$ cat src/acc_bus_pkg.sv
/*
 * ICB bus definitions shared by the slave and master ports
 *   - address, data and byte-mask widths
 *   - word types for address, data and mask
 */
package acc_bus_pkg;

    // ------------------------------------------------------------------
    // widths
    // ------------------------------------------------------------------
    localparam int ADDR_W = 32;
    localparam int DATA_W = 32;
    localparam int MASK_W = DATA_W / 8;    // one bit per byte lane

    // ------------------------------------------------------------------
    // bus word types
    // ------------------------------------------------------------------
    typedef logic [ADDR_W-1:0] bus_addr_t;
    typedef logic [DATA_W-1:0] bus_data_t;
    typedef logic [MASK_W-1:0] bus_mask_t;

endpackage

$ cat src/acc_cfg_pkg.sv
/*
 * Accelerator configuration definitions
 *   - register offsets of the slave register map
 *   - activation and weight field types
 *   - product shift and lanes per bus word
 */
package acc_cfg_pkg;

    localparam int OFF_W = 8;              // decoded low address bits
    localparam int ACT_W = 8;
    localparam int WEIGHT_W = 8;

    typedef logic [OFF_W-1:0] reg_off_t;

    // register map
    localparam reg_off_t REG_START    = 8'h00;
    localparam reg_off_t REG_DONE     = 8'h04;
    localparam reg_off_t REG_IN_ADDR  = 8'h08;
    localparam reg_off_t REG_OUT_ADDR = 8'h0C;
    localparam reg_off_t REG_WORDS    = 8'h10;
    localparam reg_off_t REG_WEIGHT   = 8'h14;

    typedef logic signed [ACT_W-1:0]    act_t;
    typedef logic signed [WEIGHT_W-1:0] weight_t;

    localparam int PROD_SHIFT = 4;         // scale back the 16-bit product
    localparam int LANES = 4;              // int8 activations per word

endpackage

$ cat src/mem_req_if.sv
/*
 * Command/response channel between a streaming client and the
 * ICB arbiter, with client and arbiter modports
 */
`timescale 1ns/1ps

interface mem_req_if;
    import acc_bus_pkg::*;

    logic      cmd_valid;
    logic      cmd_ready;
    logic      cmd_read;                   // 1 read, 0 write
    bus_addr_t cmd_addr;
    bus_data_t cmd_wdata;
    logic      rsp_valid;
    logic      rsp_ready;
    bus_data_t rsp_rdata;
    logic      rsp_err;

    modport client (
        output cmd_valid, cmd_read, cmd_addr, cmd_wdata, rsp_ready,
        input  cmd_ready, rsp_valid, rsp_rdata, rsp_err
    );

    modport arbiter (
        input  cmd_valid, cmd_read, cmd_addr, cmd_wdata, rsp_ready,
        output cmd_ready, rsp_valid, rsp_rdata, rsp_err
    );

endinterface

$ cat src/acc_regs.sv
/*
 * ICB slave register block
 *   - byte-masked writes into the configuration registers
 *   - one-deep response register with error on unmapped offsets
 *   - start pulse, busy tracking and sticky done flag
 */
`timescale 1ns/1ps

module acc_regs #(
    parameter int CNT_W = 16
) (
    input  logic                  clk,
    input  logic                  rst_n,

    input  logic                  icb_cmd_valid,
    output logic                  icb_cmd_ready,
    input  logic                  icb_cmd_read,
    input  acc_bus_pkg::bus_addr_t icb_cmd_addr,
    input  acc_bus_pkg::bus_data_t icb_cmd_wdata,
    input  acc_bus_pkg::bus_mask_t icb_cmd_wmask,
    output logic                  icb_rsp_valid,
    input  logic                  icb_rsp_ready,
    output acc_bus_pkg::bus_data_t icb_rsp_rdata,
    output logic                  icb_rsp_err,

    output logic                  start,
    output acc_bus_pkg::bus_addr_t in_addr,
    output acc_bus_pkg::bus_addr_t out_addr,
    output logic [CNT_W-1:0]      words,
    output acc_cfg_pkg::weight_t  weight,
    input  logic                  done
);
    import acc_bus_pkg::*;
    import acc_cfg_pkg::*;

    reg_off_t  off;
    logic      cmd_fire;
    logic      wr_fire;
    logic      hit;
    logic      busy;
    logic      done_flag;
    bus_data_t cur_val;                    // current value at the addressed offset
    bus_data_t merged;

    function automatic bus_data_t merge_bytes(bus_data_t cur, bus_data_t wdata,
                                              bus_mask_t mask);
        bus_data_t res;
        res = cur;
        for (int b = 0; b < MASK_W; b++) begin
            if (mask[b]) begin
                res[8*b +: 8] = wdata[8*b +: 8];
            end
        end
        return res;
    endfunction

    assign off           = icb_cmd_addr[OFF_W-1:0];
    assign icb_cmd_ready = ~icb_rsp_valid;  // back-pressure while a response waits
    assign cmd_fire      = icb_cmd_valid & icb_cmd_ready;
    assign wr_fire       = cmd_fire & ~icb_cmd_read;
    assign merged        = merge_bytes(cur_val, icb_cmd_wdata, icb_cmd_wmask);

    // ------------------------------------------------------------------
    // offset decode
    // ------------------------------------------------------------------
    always_comb begin
        cur_val = '0;
        hit     = 1'b1;
        case (off)
            REG_START:    cur_val = '0;    // write-only pulse
            REG_DONE:     cur_val = {{(DATA_W-1){1'b0}}, done_flag};
            REG_IN_ADDR:  cur_val = in_addr;
            REG_OUT_ADDR: cur_val = out_addr;
            REG_WORDS:    cur_val = {{(DATA_W-CNT_W){1'b0}}, words};
            REG_WEIGHT:   cur_val = {{(DATA_W-WEIGHT_W){1'b0}}, weight};
            default:      hit     = 1'b0;
        endcase
    end

    always_ff @(posedge clk or negedge rst_n) begin
        if (!rst_n) begin
            in_addr       <= '0;
            out_addr      <= '0;
            words         <= '0;
            weight        <= '0;
            start         <= 1'b0;
            busy          <= 1'b0;
            done_flag     <= 1'b0;
            icb_rsp_valid <= 1'b0;
        end else begin
            start <= wr_fire && (off == REG_START) && icb_cmd_wmask[0]
                     && icb_cmd_wdata[0] && !busy;
            if (start) begin
                busy      <= 1'b1;
                done_flag <= 1'b0;         // new run clears done
            end else if (done) begin
                busy      <= 1'b0;
                done_flag <= 1'b1;
            end
            if (wr_fire) begin
                case (off)
                    REG_IN_ADDR:  in_addr  <= merged;
                    REG_OUT_ADDR: out_addr <= merged;
                    REG_WORDS:    words    <= merged[CNT_W-1:0];
                    REG_WEIGHT:   weight   <= merged[WEIGHT_W-1:0];
                    default:      ;        // start, done and holes keep state
                endcase
            end
            if (cmd_fire) begin
                icb_rsp_valid <= 1'b1;
            end else if (icb_rsp_ready) begin
                icb_rsp_valid <= 1'b0;
            end
        end
    end

    // response payload, held until accepted
    always_ff @(posedge clk) begin
        if (cmd_fire) begin
            icb_rsp_rdata <= (icb_cmd_read && hit) ? cur_val : '0;
            icb_rsp_err   <= ~hit;
        end
    end

endmodule

$ cat src/icb_arbiter.sv
/*
 * ICB master arbiter
 *   - write channel has priority over read channel
 *   - one transaction in flight, grant held until the response
 */
`timescale 1ns/1ps

module icb_arbiter (
    input  logic                   clk,
    input  logic                   rst_n,

    mem_req_if.arbiter             rd_ch,
    mem_req_if.arbiter             wr_ch,

    output logic                   acc_icb_cmd_valid,
    input  logic                   acc_icb_cmd_ready,
    output acc_bus_pkg::bus_addr_t acc_icb_cmd_addr,
    output logic                   acc_icb_cmd_read,
    output acc_bus_pkg::bus_data_t acc_icb_cmd_wdata,
    output acc_bus_pkg::bus_mask_t acc_icb_cmd_wmask,
    input  logic                   acc_icb_rsp_valid,
    output logic                   acc_icb_rsp_ready,
    input  logic                   acc_icb_rsp_err,
    input  acc_bus_pkg::bus_data_t acc_icb_rsp_rdata
);
    import acc_bus_pkg::*;

    localparam bus_mask_t FULL_MASK = '1;

    logic locked;                          // client selection frozen
    logic gnt_wr;                          // locked client, 1 = write channel
    logic cmd_done;                        // command accepted, response pending
    logic cur_wr;

    assign cur_wr = locked ? gnt_wr : wr_ch.cmd_valid;

    // ------------------------------------------------------------------
    // command path
    // ------------------------------------------------------------------
    assign acc_icb_cmd_valid = ~cmd_done & (cur_wr ? wr_ch.cmd_valid : rd_ch.cmd_valid);
    assign acc_icb_cmd_addr  = cur_wr ? wr_ch.cmd_addr  : rd_ch.cmd_addr;
    assign acc_icb_cmd_read  = cur_wr ? wr_ch.cmd_read  : rd_ch.cmd_read;
    assign acc_icb_cmd_wdata = cur_wr ? wr_ch.cmd_wdata : rd_ch.cmd_wdata;
    assign acc_icb_cmd_wmask = FULL_MASK;  // full words only

    assign wr_ch.cmd_ready = ~cmd_done &  cur_wr & acc_icb_cmd_ready;
    assign rd_ch.cmd_ready = ~cmd_done & ~cur_wr & acc_icb_cmd_ready;

    // ------------------------------------------------------------------
    // response path, routed by the grant
    // ------------------------------------------------------------------
    assign acc_icb_rsp_ready = cmd_done & (gnt_wr ? wr_ch.rsp_ready : rd_ch.rsp_ready);

    assign wr_ch.rsp_valid = cmd_done &  gnt_wr & acc_icb_rsp_valid;
    assign rd_ch.rsp_valid = cmd_done & ~gnt_wr & acc_icb_rsp_valid;
    assign wr_ch.rsp_rdata = acc_icb_rsp_rdata;
    assign rd_ch.rsp_rdata = acc_icb_rsp_rdata;
    assign wr_ch.rsp_err   = acc_icb_rsp_err;
    assign rd_ch.rsp_err   = acc_icb_rsp_err;

    always_ff @(posedge clk or negedge rst_n) begin
        if (!rst_n) begin
            locked   <= 1'b0;
            gnt_wr   <= 1'b0;
            cmd_done <= 1'b0;
        end else begin
            if (!locked && acc_icb_cmd_valid) begin
                locked <= 1'b1;
                gnt_wr <= cur_wr;
            end
            if (acc_icb_cmd_valid && acc_icb_cmd_ready) begin
                cmd_done <= 1'b1;
            end
            if (acc_icb_rsp_valid && acc_icb_rsp_ready) begin
                locked   <= 1'b0;          // release after the response
                cmd_done <= 1'b0;
            end
        end
    end

endmodule

$ cat src/map_stream.sv
/*
 * Map streaming engine
 *   - FSM reading each input word and writing the output word
 *   - per-lane multiply by weight, shift, saturate and ReLU
 *   - done pulse after the last write response
 */
`timescale 1ns/1ps

module map_stream #(
    parameter int CNT_W = 16
) (
    input  logic                   clk,
    input  logic                   rst_n,

    input  logic                   start,
    input  acc_bus_pkg::bus_addr_t in_addr,
    input  acc_bus_pkg::bus_addr_t out_addr,
    input  logic [CNT_W-1:0]       words,
    input  acc_cfg_pkg::weight_t   weight,
    output logic                   done,

    mem_req_if.client              rd_ch,
    mem_req_if.client              wr_ch
);
    import acc_bus_pkg::*;
    import acc_cfg_pkg::*;

    typedef enum logic [2:0] {
        S_IDLE,
        S_RD_CMD,
        S_RD_RSP,
        S_WR_CMD,
        S_WR_RSP
    } state_t;

    state_t           state;
    logic [CNT_W-1:0] remain;              // words still to write
    bus_addr_t        rd_addr;
    bus_addr_t        wr_addr;
    weight_t          weight_q;
    bus_data_t        wdata_q;

    // ------------------------------------------------------------------
    // lane arithmetic
    // ------------------------------------------------------------------
    function automatic act_t lane_op(act_t a, weight_t w);
        logic signed [2*ACT_W-1:0] prod;
        logic signed [2*ACT_W-1:0] sat;
        prod = a * w;
        prod = prod >>> PROD_SHIFT;
        if (prod > 127) begin
            sat = 127;
        end else if (prod < -128) begin
            sat = -128;
        end else begin
            sat = prod;
        end
        if (sat < 0) begin
            sat = 0;                       // relu
        end
        return act_t'(sat);
    endfunction

    function automatic bus_data_t word_op(bus_data_t din, weight_t w);
        bus_data_t dout;
        dout = '0;
        for (int i = 0; i < LANES; i++) begin
            dout[ACT_W*i +: ACT_W] = lane_op(act_t'(din[ACT_W*i +: ACT_W]), w);
        end
        return dout;
    endfunction

    assign rd_ch.cmd_valid = (state == S_RD_CMD);
    assign rd_ch.cmd_read  = 1'b1;
    assign rd_ch.cmd_addr  = rd_addr;
    assign rd_ch.cmd_wdata = '0;
    assign rd_ch.rsp_ready = (state == S_RD_RSP);

    assign wr_ch.cmd_valid = (state == S_WR_CMD);
    assign wr_ch.cmd_read  = 1'b0;
    assign wr_ch.cmd_addr  = wr_addr;
    assign wr_ch.cmd_wdata = wdata_q;
    assign wr_ch.rsp_ready = (state == S_WR_RSP);

    // ------------------------------------------------------------------
    // sequencer
    // ------------------------------------------------------------------
    always_ff @(posedge clk or negedge rst_n) begin
        if (!rst_n) begin
            state    <= S_IDLE;
            remain   <= '0;
            rd_addr  <= '0;
            wr_addr  <= '0;
            weight_q <= '0;
            done     <= 1'b0;
        end else begin
            done <= 1'b0;
            case (state)
                S_IDLE: begin
                    if (start) begin
                        remain   <= words;
                        rd_addr  <= in_addr;
                        wr_addr  <= out_addr;
                        weight_q <= weight;
                        if (words == '0) begin
                            done <= 1'b1;  // empty map
                        end else begin
                            state <= S_RD_CMD;
                        end
                    end
                end
                S_RD_CMD: if (rd_ch.cmd_ready) state <= S_RD_RSP;
                S_RD_RSP: if (rd_ch.rsp_valid) state <= S_WR_CMD;
                S_WR_CMD: if (wr_ch.cmd_ready) state <= S_WR_RSP;
                S_WR_RSP: begin
                    if (wr_ch.rsp_valid) begin
                        remain  <= remain - 1'b1;
                        rd_addr <= rd_addr + 32'd4;
                        wr_addr <= wr_addr + 32'd4;
                        if (remain == CNT_W'(1)) begin
                            done  <= 1'b1;
                            state <= S_IDLE;
                        end else begin
                            state <= S_RD_CMD;
                        end
                    end
                end
                default: state <= S_IDLE;
            endcase
        end
    end

    // output word, captured on the read response
    always_ff @(posedge clk) begin
        if (state == S_RD_RSP && rd_ch.rsp_valid) begin
            wdata_q <= word_op(rd_ch.rsp_rdata, weight_q);
        end
    end

endmodule

$ cat src/repvgg_acc_top.sv
/*
 * RepVGG accelerator top level
 *   - slave register block, map streaming engine, ICB master arbiter
 */
`timescale 1ns/1ps

module repvgg_acc_top #(
    parameter int CNT_W = 16
) (
    input  logic                   clk,
    input  logic                   rst_n,

    // icb slave
    input  logic                   icb_cmd_valid,
    output logic                   icb_cmd_ready,
    input  logic                   icb_cmd_read,
    input  acc_bus_pkg::bus_addr_t icb_cmd_addr,
    input  acc_bus_pkg::bus_data_t icb_cmd_wdata,
    input  acc_bus_pkg::bus_mask_t icb_cmd_wmask,
    output logic                   icb_rsp_valid,
    input  logic                   icb_rsp_ready,
    output acc_bus_pkg::bus_data_t icb_rsp_rdata,
    output logic                   icb_rsp_err,

    // icb master
    output logic                   acc_icb_cmd_valid,
    input  logic                   acc_icb_cmd_ready,
    output acc_bus_pkg::bus_addr_t acc_icb_cmd_addr,
    output logic                   acc_icb_cmd_read,
    output acc_bus_pkg::bus_data_t acc_icb_cmd_wdata,
    output acc_bus_pkg::bus_mask_t acc_icb_cmd_wmask,
    input  logic                   acc_icb_rsp_valid,
    output logic                   acc_icb_rsp_ready,
    input  logic                   acc_icb_rsp_err,
    input  acc_bus_pkg::bus_data_t acc_icb_rsp_rdata
);
    import acc_bus_pkg::*;
    import acc_cfg_pkg::*;

    logic             start;
    logic             done;
    bus_addr_t        in_addr;
    bus_addr_t        out_addr;
    logic [CNT_W-1:0] words;
    weight_t          weight;

    mem_req_if rd_ch ();
    mem_req_if wr_ch ();

    acc_regs #(.CNT_W(CNT_W)) acc_regs_u (.*);

    map_stream #(.CNT_W(CNT_W)) map_stream_u (.*);

    icb_arbiter icb_arbiter_u (.*);

endmodule

$ cat config.mk
export PLATFORM = sky130hd
export DESIGN_NAME = repvgg_acc_top
export DESIGN_NICKNAME = d
export VERILOG_FILES = /design/src/acc_bus_pkg.sv /design/src/acc_cfg_pkg.sv /design/src/mem_req_if.sv /design/src/acc_regs.sv /design/src/icb_arbiter.sv /design/src/map_stream.sv /design/src/repvgg_acc_top.sv
export SDC_FILE = /design/constraint.sdc
export NUM_CORES = 1
export LEC_CHECK = 0
export BUFFER_PORTS_ARGS = -buffer_cell sky130_fd_sc_hd__buf_2
export CORE_UTILIZATION = 25
export CTS_CLUSTER_SIZE = 28
export DETAILED_ROUTE_END_ITERATION = 7
export PLACE_DENSITY = 0.48
export SLEW_MARGIN = 20
export SYNTH_ARGS = -nofsm -noshare
export SYNTH_HDL_FRONTEND = slang
export SYNTH_SLANG_ARGS = --single-unit
$ cat constraint.sdc
create_clock -name clk -period 7.7 [get_ports clk]
set_input_delay 1.54 -clock clk [delete_from_list [all_inputs] [get_ports clk]]
set_output_delay 1.54 -clock clk [all_outputs]
set_load 0.05 [all_outputs]
==> implementation parameters, run 1 <==
Parameter                              Value

Clock tree
  Hold-fix buffers, CTS    0
  Depth of the CTS H-tree    2
  Buffers inserted by post-CTS timing repair    0
  Clock tree from TritonCTS    built
  Clock-pin slew on the worst setup and hold paths    0.06 ns
  Maximum clock path buffer count    3
  Count of cells resized by post-cts repair    0
  Num Clock Sinks    252
  Root buffer cell    sky130_fd_sc_hd__clkbuf_16
  Number of clock buffers inserted by TritonCTS    34
  Clock insertion delay at the later pin of the skew report    0.57 ns

Floorplan
  Number of placement rows    111
  Initial core utilization    25.22%
  Floorplan die area    93690 um2
  Horiz. Die Dim    306.1 um
  Height of the chip    306.1 um
  Area inside the core boundary    91660 um2
  I/O pins    214

Route
  Post-detailed-route count of antenna-violating nets    0
  Vias per Instance    4.653
  Number of DRC violations after detailed routing    0
  Drt pass-1 iters    5
  Total vias in the final route    18147
  Post-detailed-routing wire length    66620 um
  Average wire length per cell after detail routing    17.08 um
  Iteration-0 DRC count of the detailed router    992

STA
  Number of hold violations in the final report    0
  Relative slew slack    36.47%
  Final number of max-transition violations    0
  Finish-stage setup viols    0
  Setup total negative slack    0 ns
  Upper clock frequency limit    147.1 MHz
  Crit share post-route    88.29%
  Worst-Margin Slew    0.9530 ns
  Unrepaired setup endpoints after global routing    no
  Layout Skew    0.04184 ns
  Minimum clock period    6.798 ns

Synthesis
  Unique masters post-synth    87
  Sequential element share of the synthesized area    28.68%
  Yosys warning total    0
  Most numerous cell in the Yosys netlist    sky130_fd_sc_hd__inv_1
  Top post-synthesis cells by area    sky130_fd_sc_hd__dfrtp_1 20%, sky130_fd_sc_hd__fa_1 19%, sky130_fd_sc_hd__edfxtp_1 8.4%
  Combined area of all synthesized cells    23120 um2
  Primary FF master, synth    sky130_fd_sc_hd__dfrtp_1
  Number of synthesized flops with an enable pin    65
  Mean cell area of the mapped netlist    9.034 um2
  Fraction of synthesis flops using an asynchronous set or reset pin    74.21%
  Cell accounting for the most synthesized area    sky130_fd_sc_hd__dfrtp_1
  Most used standard cells in the synthesized netlist    331 x sky130_fd_sc_hd__inv_1, 279 x sky130_fd_sc_hd__nand2_1, 216 x sky130_fd_sc_hd__fa_1, 187 x sky130_fd_sc_hd__dfrtp_1, 176 x sky130_fd_sc_hd__a21oi_1
  Area share of the leading cell type in the synthesized netlist    20.24%
  Synth Instances    2559
  Total of flip-flops plus latches after synthesis    252

Critical path
  Worst reg2reg startpoint    map_stream_u.weight_q[4]
  Data arrival at the endpoint of the critical path    7.16 ns
  Type of element capturing the critical path    flip-flop
  Startpoint type of the worst setup path    input port
  Critical Path RT    8.07 ns
  CP Max Fanout    14
  Cells on worst reg2reg path    22
  Critical Path Source    acc_icb_rsp_rdata[29]
  R2r setup slk    1.20 ns
  FF-to-FF End    map_stream_u.wr_ch.cmd_wdata[29]
  CP Class    input port to flip-flop

Placed design
  Post-detail-place hpwl    49920 um
  Buffers added on ports    184
  Global placement routability congestion    0.7932

Run status
  Outcome    complete, no violations

Min path
  Hold path depth    2
  Worst Hold Endpoint    map_stream_u.rd_ch.cmd_addr[0]
  Startpoint of the lowest-slack hold path    map_stream_u.rd_ch.cmd_addr[0]
  Hold/Removal Path Class    flip-flop to flip-flop

Power and ir drop
  Final Power    3339 uW
  Leakage power summed over all cells    0.01212 uW
  Power Dens Cells    126.0 nW/um2
  Maximum resistive drop on vdd    140.3 uV

Global route
  Grt ovf    0
  Pin count of the biggest net entering global routing    96
  GRT Util Overall    14.49%
  Wire length of the first global-routing pass    107800 um
  Antenna violations before repair    9
  Number of global-route vias before repair    18696

Layout
  Final-layout fill cell count    9816
  Fraction of layout instances using a drive strength above 1    12.79%
  Nets@finish    3130
  Layout-stage area growth over the synthesis result    14.57%

Job
  Max cap viols    0
-- kinds of logic after synthesis --
kind of cell	synth area share (%)
AND/OR/NAND/NOR	18.50
flip-flops	28.68
buffers and inverters	7.631
other	0.01622
adder cells (fa/ha/maj)	25.20
multiplexers	2.657
XOR/XNOR	2.343
AO/OA/AOI/OAI	14.97
-- worst max-delay path, cell delays in order --
cell	delay [ns]
sky130_fd_sc_hd__buf_2	0.16
sky130_fd_sc_hd__and2_1	0.17
sky130_fd_sc_hd__fa_1	0.51
sky130_fd_sc_hd__inv_1	0.06
sky130_fd_sc_hd__fa_1	0.55
sky130_fd_sc_hd__inv_1	0.06
sky130_fd_sc_hd__fa_1	0.53
sky130_fd_sc_hd__inv_1	0.05
sky130_fd_sc_hd__fa_1	0.53
sky130_fd_sc_hd__inv_1	0.04
sky130_fd_sc_hd__ha_1	0.33
sky130_fd_sc_hd__and2_1	0.21
sky130_fd_sc_hd__a221o_1	0.32
sky130_fd_sc_hd__o21ai_1	0.25
sky130_fd_sc_hd__a21boi_0	0.15
sky130_fd_sc_hd__o22ai_2	0.33
sky130_fd_sc_hd__inv_2	0.06
sky130_fd_sc_hd__or3_1	0.38
sky130_fd_sc_hd__ha_1	0.28
sky130_fd_sc_hd__nor2b_1	0.11
sky130_fd_sc_hd__buf_4	0.19
sky130_fd_sc_hd__a21oi_1	0.08
sky130_fd_sc_hd__a32oi_1	0.24
-- cell usage in the layout, fill, tap and decap left out, types with 69 or more instances in the layout --
| cell | n |
|---|---|
| sky130_fd_sc_hd__buf_2 | 183 |
| sky130_fd_sc_hd__a21oi_1 | 175 |
| sky130_fd_sc_hd__dfrtp_1 | 187 |
| sky130_fd_sc_hd__nor2b_1 | 69 |
| sky130_fd_sc_hd__o21ai_0 | 123 |
| sky130_fd_sc_hd__nand2_1 | 277 |
| sky130_fd_sc_hd__inv_1 | 330 |
| sky130_fd_sc_hd__fa_1 | 216 |
| sky130_fd_sc_hd__nor2_1 | 157 |
| sky130_fd_sc_hd__ha_1 | 120 |
| sky130_fd_sc_hd__and2_1 | 155 |
-- area by class of cell --
cell class / instances / area [um2] / share of cell area, %
antenna: 2 / 5.005 / 0.01889
timing repair buffer: 214 / 1155 / 4.360
multi-input combinational: 1852 / 14790 / 55.82
tap: 1186 / 1484 / 5.602
clock inverter: 14 / 216.5 / 0.8172
sequential: 252 / 6631 / 25.04
clock buffer: 48 / 963.4 / 3.637
inverter: 332 / 1246 / 4.705
-- where the power goes --
| part | switching, uW | internal [uW] |
|---|---|---|
| clock network | 684 | 1020 |
| logic | 164 | 54.1 |
| registers | 21.5 | 1400 |
-- metrics by stage --
| stage | cell area, um2 | hold WS [ns] | utilization [%] | cells | worst slack, ns |
|---|---|---|---|---|---|
| floorplan | 23130 | 0.4402 | - | 2562 | 0.7797 |
| global placement | 25300 | 0.4562 | 27.60 | 3836 | 0.3888 |
| detailed placement | 25300 | 0.4599 | 27.60 | 3836 | 0.3876 |
| CTS | 26480 | 0.4767 | 28.89 | 3898 | 0.9405 |
| global route | 26480 | 0.5006 | 28.89 | 3898 | 0.5383 |
| finish | 26490 | 0.4718 | 28.90 | 3900 | 0.9017 |
-- worst max-delay path by stage --
stage	slack, ns	end	cells after the start
finish	0.90	map_stream_u.wr_ch.cmd_wdata[29]	23
global route	0.54	map_stream_u.wr_ch.cmd_wdata[29]	23
CTS	0.94	map_stream_u.wr_ch.cmd_wdata[29]	23
detailed placement	0.39	map_stream_u.wr_ch.cmd_wdata[27]	23
global placement	0.39	map_stream_u.wr_ch.cmd_wdata[24]	23
floorplan	0.78	map_stream_u.wr_ch.cmd_wdata[27]	22
-- sequential cells by signal, indices dropped and copies added (netlist names), 3 cells and up --
register	count
map_stream_u.wr_ch.cmd_addr	32
map_stream_u.state	3
acc_regs_u.words	16
map_stream_u.rd_ch.cmd_addr	32
acc_regs_u.weight	8
acc_regs_u.in_addr	32
acc_regs_u.out_addr	32
map_stream_u.wr_ch.cmd_wdata	32
map_stream_u.remain	16
map_stream_u.weight_q	8
acc_regs_u.icb_rsp_rdata	32
-- per-layer routing --
| metal | vias to the layer above | GRT usage, % | routed length [um] |
|---|---|---|---|
| met5 | - | 0 | 57 |
| met2 | 313 | 23.97 | 31450 |
| li1 | 8789 | - | - |
| met4 | 10 | 3.326 | 1291 |
| met3 | 72 | 2.378 | 2943 |
| met1 | 8963 | 19.72 | 30870 |
(Power assumes the default switching activity.)
==> inputs of run 2 (changes only) <==
--- a/config.mk
+++ b/config.mk
@@ -9,7 +9,6 @@
 export CORE_UTILIZATION = 25
 export CTS_CLUSTER_SIZE = 28
 export DETAILED_ROUTE_END_ITERATION = 7
-export PLACE_DENSITY = 0.48
 export SLEW_MARGIN = 20
 export SYNTH_ARGS = -nofsm -noshare
 export SYNTH_HDL_FRONTEND = slang
==> constraint.sdc (replaced) <==
create_clock -name clk -period 7.5 [get_ports clk]
set_input_delay 1.5 -clock clk [delete_from_list [all_inputs] [get_ports clk]]
set_output_delay 1.5 -clock clk [all_outputs]
set_load 0.05 [all_outputs]
==> run 2 against run 1 <==
Effect of this change:
- critical path depth stayed put
- core utilization down 0.070 points
- sequential cell count is the same
- routed wire length is 4.2% lower
- global-route usage down 0.68 points
- via count rose by 0.66%
==> implementation parameters, run 2 (same netlist as run 1, synthesis figures left out) <==
Parameter                              Value

Floorplan
  Height of the chip    306.1 um
  Area inside the core boundary    91660 um2
  Initial core utilization    25.22%
  I/O pins    214
  Number of placement rows    111
  Horiz. Die Dim    306.1 um
  Floorplan die area    93690 um2

Critical path
  Critical-path top delay cell    sky130_fd_sc_hd__fa_1
  CP top delay family    adder cells
  Largest stage delay on the critical path    0.54 ns
  Cells on worst reg2reg path    19
  Critical Path RT    7.89 ns
  Crit path cell chain    buf_2, and2_1, fa_1, inv_1, fa_1, inv_1, fa_1, inv_1, fa_1, inv_1, ha_1, and2_1, a221o_1, o21ai_1, a21boi_0, o22ai_2, inv_2, or3_1, ha_1, nor2b_1, buf_4, a21oi_1, a32oi_1
  CP Class    input port to flip-flop
  Number of buffer and inverter instances along the worst setup path    7
  Startpoint type of the worst setup path    input port
  Data arrival at the endpoint of the critical path    6.99 ns
  Type of element capturing the critical path    flip-flop
  CP Max Fanout    14
  Stages on the worst setup path    23

Layout
  Nets@finish    3128
  Post-route standard cell area excluding fillers    26420 um2
  Leading cell type in the layout, fill and taps excluded    sky130_fd_sc_hd__inv_1
  Final-layout fill cell count    9771
  Commonest cells after routing, fill and taps aside    331 x sky130_fd_sc_hd__inv_1, 277 x sky130_fd_sc_hd__nand2_1, 216 x sky130_fd_sc_hd__fa_1
  Core utilization of the finished layout    28.83%
  Ant. Diodes    0
  Fraction of layout instances using a drive strength above 1    12.70%
  Final Instance Count excl. Fillers    3895
  Layout-stage area growth over the synthesis result    14.30%

Route
  Drt pass-1 iters    5
  Number of DRC violations after detailed routing    0
  Average wire length per cell after detail routing    16.39 um
  Met2 WL post-DR    28630 um
  Highest routed layer    met5
  Total vias in the final route    18266
  Vias per Instance    4.690
  Routed wire length on met3    3630 um
  Post-detailed-route count of antenna-violating nets    0
  Met1 WL    29860 um
  Post-detailed-routing wire length    63830 um
  Iteration-0 DRC count of the detailed router    1265

Global route
  Wire length of the first global-routing pass    103000 um
  Pin count of the biggest net entering global routing    110
  Antenna violations before repair    7
  GRT Util Overall    13.80%
  Grt ovf    0
  Number of global-route vias before repair    18315

Clock tree
  Maximum clock path buffer count    3
  Count of cells resized by post-cts repair    0
  Clock-pin slew on the worst setup and hold paths    0.06 ns
  Number of clock buffers inserted by TritonCTS    34
  Hold-fix buffers, CTS    0
  Depth of the CTS H-tree    2
  Clock insertion delay at the later pin of the skew report    0.58 ns
  Clock tree from TritonCTS    built
  Num Clock Sinks    252
  Buffers inserted by post-CTS timing repair    0
  Root buffer cell    sky130_fd_sc_hd__clkbuf_16

Placed design
  Post-detail-place hpwl    48040 um
  Pre-CTS worst setup slack    0.3322 ns
  Cell area reported after detailed placement    25300 um2
  Buffers added on ports    184
  Total placed cells including tap cells    3834
  Global placement routability congestion    0.8311

STA
  Number of hold violations in the final report    0
  Upper clock frequency limit    151.5 MHz
  Layout Skew    0.03935 ns
  Minimum clock period    6.599 ns
  Setup total negative slack    0 ns
  Worst-Margin Slew    1.007 ns
  Relative slew slack    32.85%
  Final worst-path setup slack    0.9007 ns
  Unrepaired setup endpoints after global routing    no
  Final number of max-transition violations    0
  Finish-stage setup viols    0
  Crit share post-route    87.99%

Power and ir drop
  Maximum resistive drop on vdd    152.6 uV
  Power Dens Cells    125.3 nW/um2
  Leakage power summed over all cells    0.01210 uW

Min path
  Hold/Removal Path Class    flip-flop to flip-flop
  Hold path depth    2

Run status
  Outcome    complete, no violations

Job
  Max cap viols    0
-- run 2: worst paths after layout --
| path | startpoint | endpoint | slack [ns] |
|---|---|---|---|
| worst max-delay path | acc_icb_rsp_rdata[29] | map_stream_u.wr_ch.cmd_wdata[28] | 0.90 |
| worst min-delay path | map_stream_u.wr_ch.cmd_addr[1] | map_stream_u.wr_ch.cmd_addr[1] | 0.47 |
| worst max register to register | map_stream_u.weight_q[7] | map_stream_u.wr_ch.cmd_wdata[17] | 1.08 |
| worst min register to register | map_stream_u.wr_ch.cmd_addr[1] | map_stream_u.wr_ch.cmd_addr[1] | 0.47 |
| max in group asynchronous | rst_n | map_stream_u.rd_ch.cmd_addr[11] | 5.24 |
| min in group asynchronous | rst_n | acc_regs_u.in_addr[19] | 1.01 |
-- run 2: routing by layer --
metal,up-vias,GRT usage (%)
met4,2,4.128
met3,84,2.385
met2,453,21.78
li1,8793,-
met1,8934,19.22
met5,-,0
-- run 2: stage by stage --
stage | total power [uW] | hold WS (ns)
2_1_floorplan | 1590 | 0.4402
3_3_place_gp | 1697 | 0.4552
3_5_place_dp | 1698 | 0.4591
4_1_cts | 3355 | 0.4737
5_1_grt | 3421 | 0.5159
6_report | 3312 | 0.4700
-- run 2: tightest hold or removal path: cells and delay by family (launching register included) --
family | cells | cell delay, ns
flops | 1 | 0.34
simple gates | 2 | 0.10
-- run 2: power breakdown --
part	internal, uW	total, uW	switching [uW]
logic	55.0	221	166
registers	1430	1450	19.9
clock network	948	1640	690
-- run 2: area by class of cell --
class	instances	area, um2	area share, %
multi-input combinational	1852	14790	55.96
sequential	252	6631	25.10
tap	1186	1484	5.616
inverter	332	1246	4.716
timing repair buffer	212	1156	4.375
clock buffer	44	918.4	3.476
clock inverter	17	201.4	0.7623
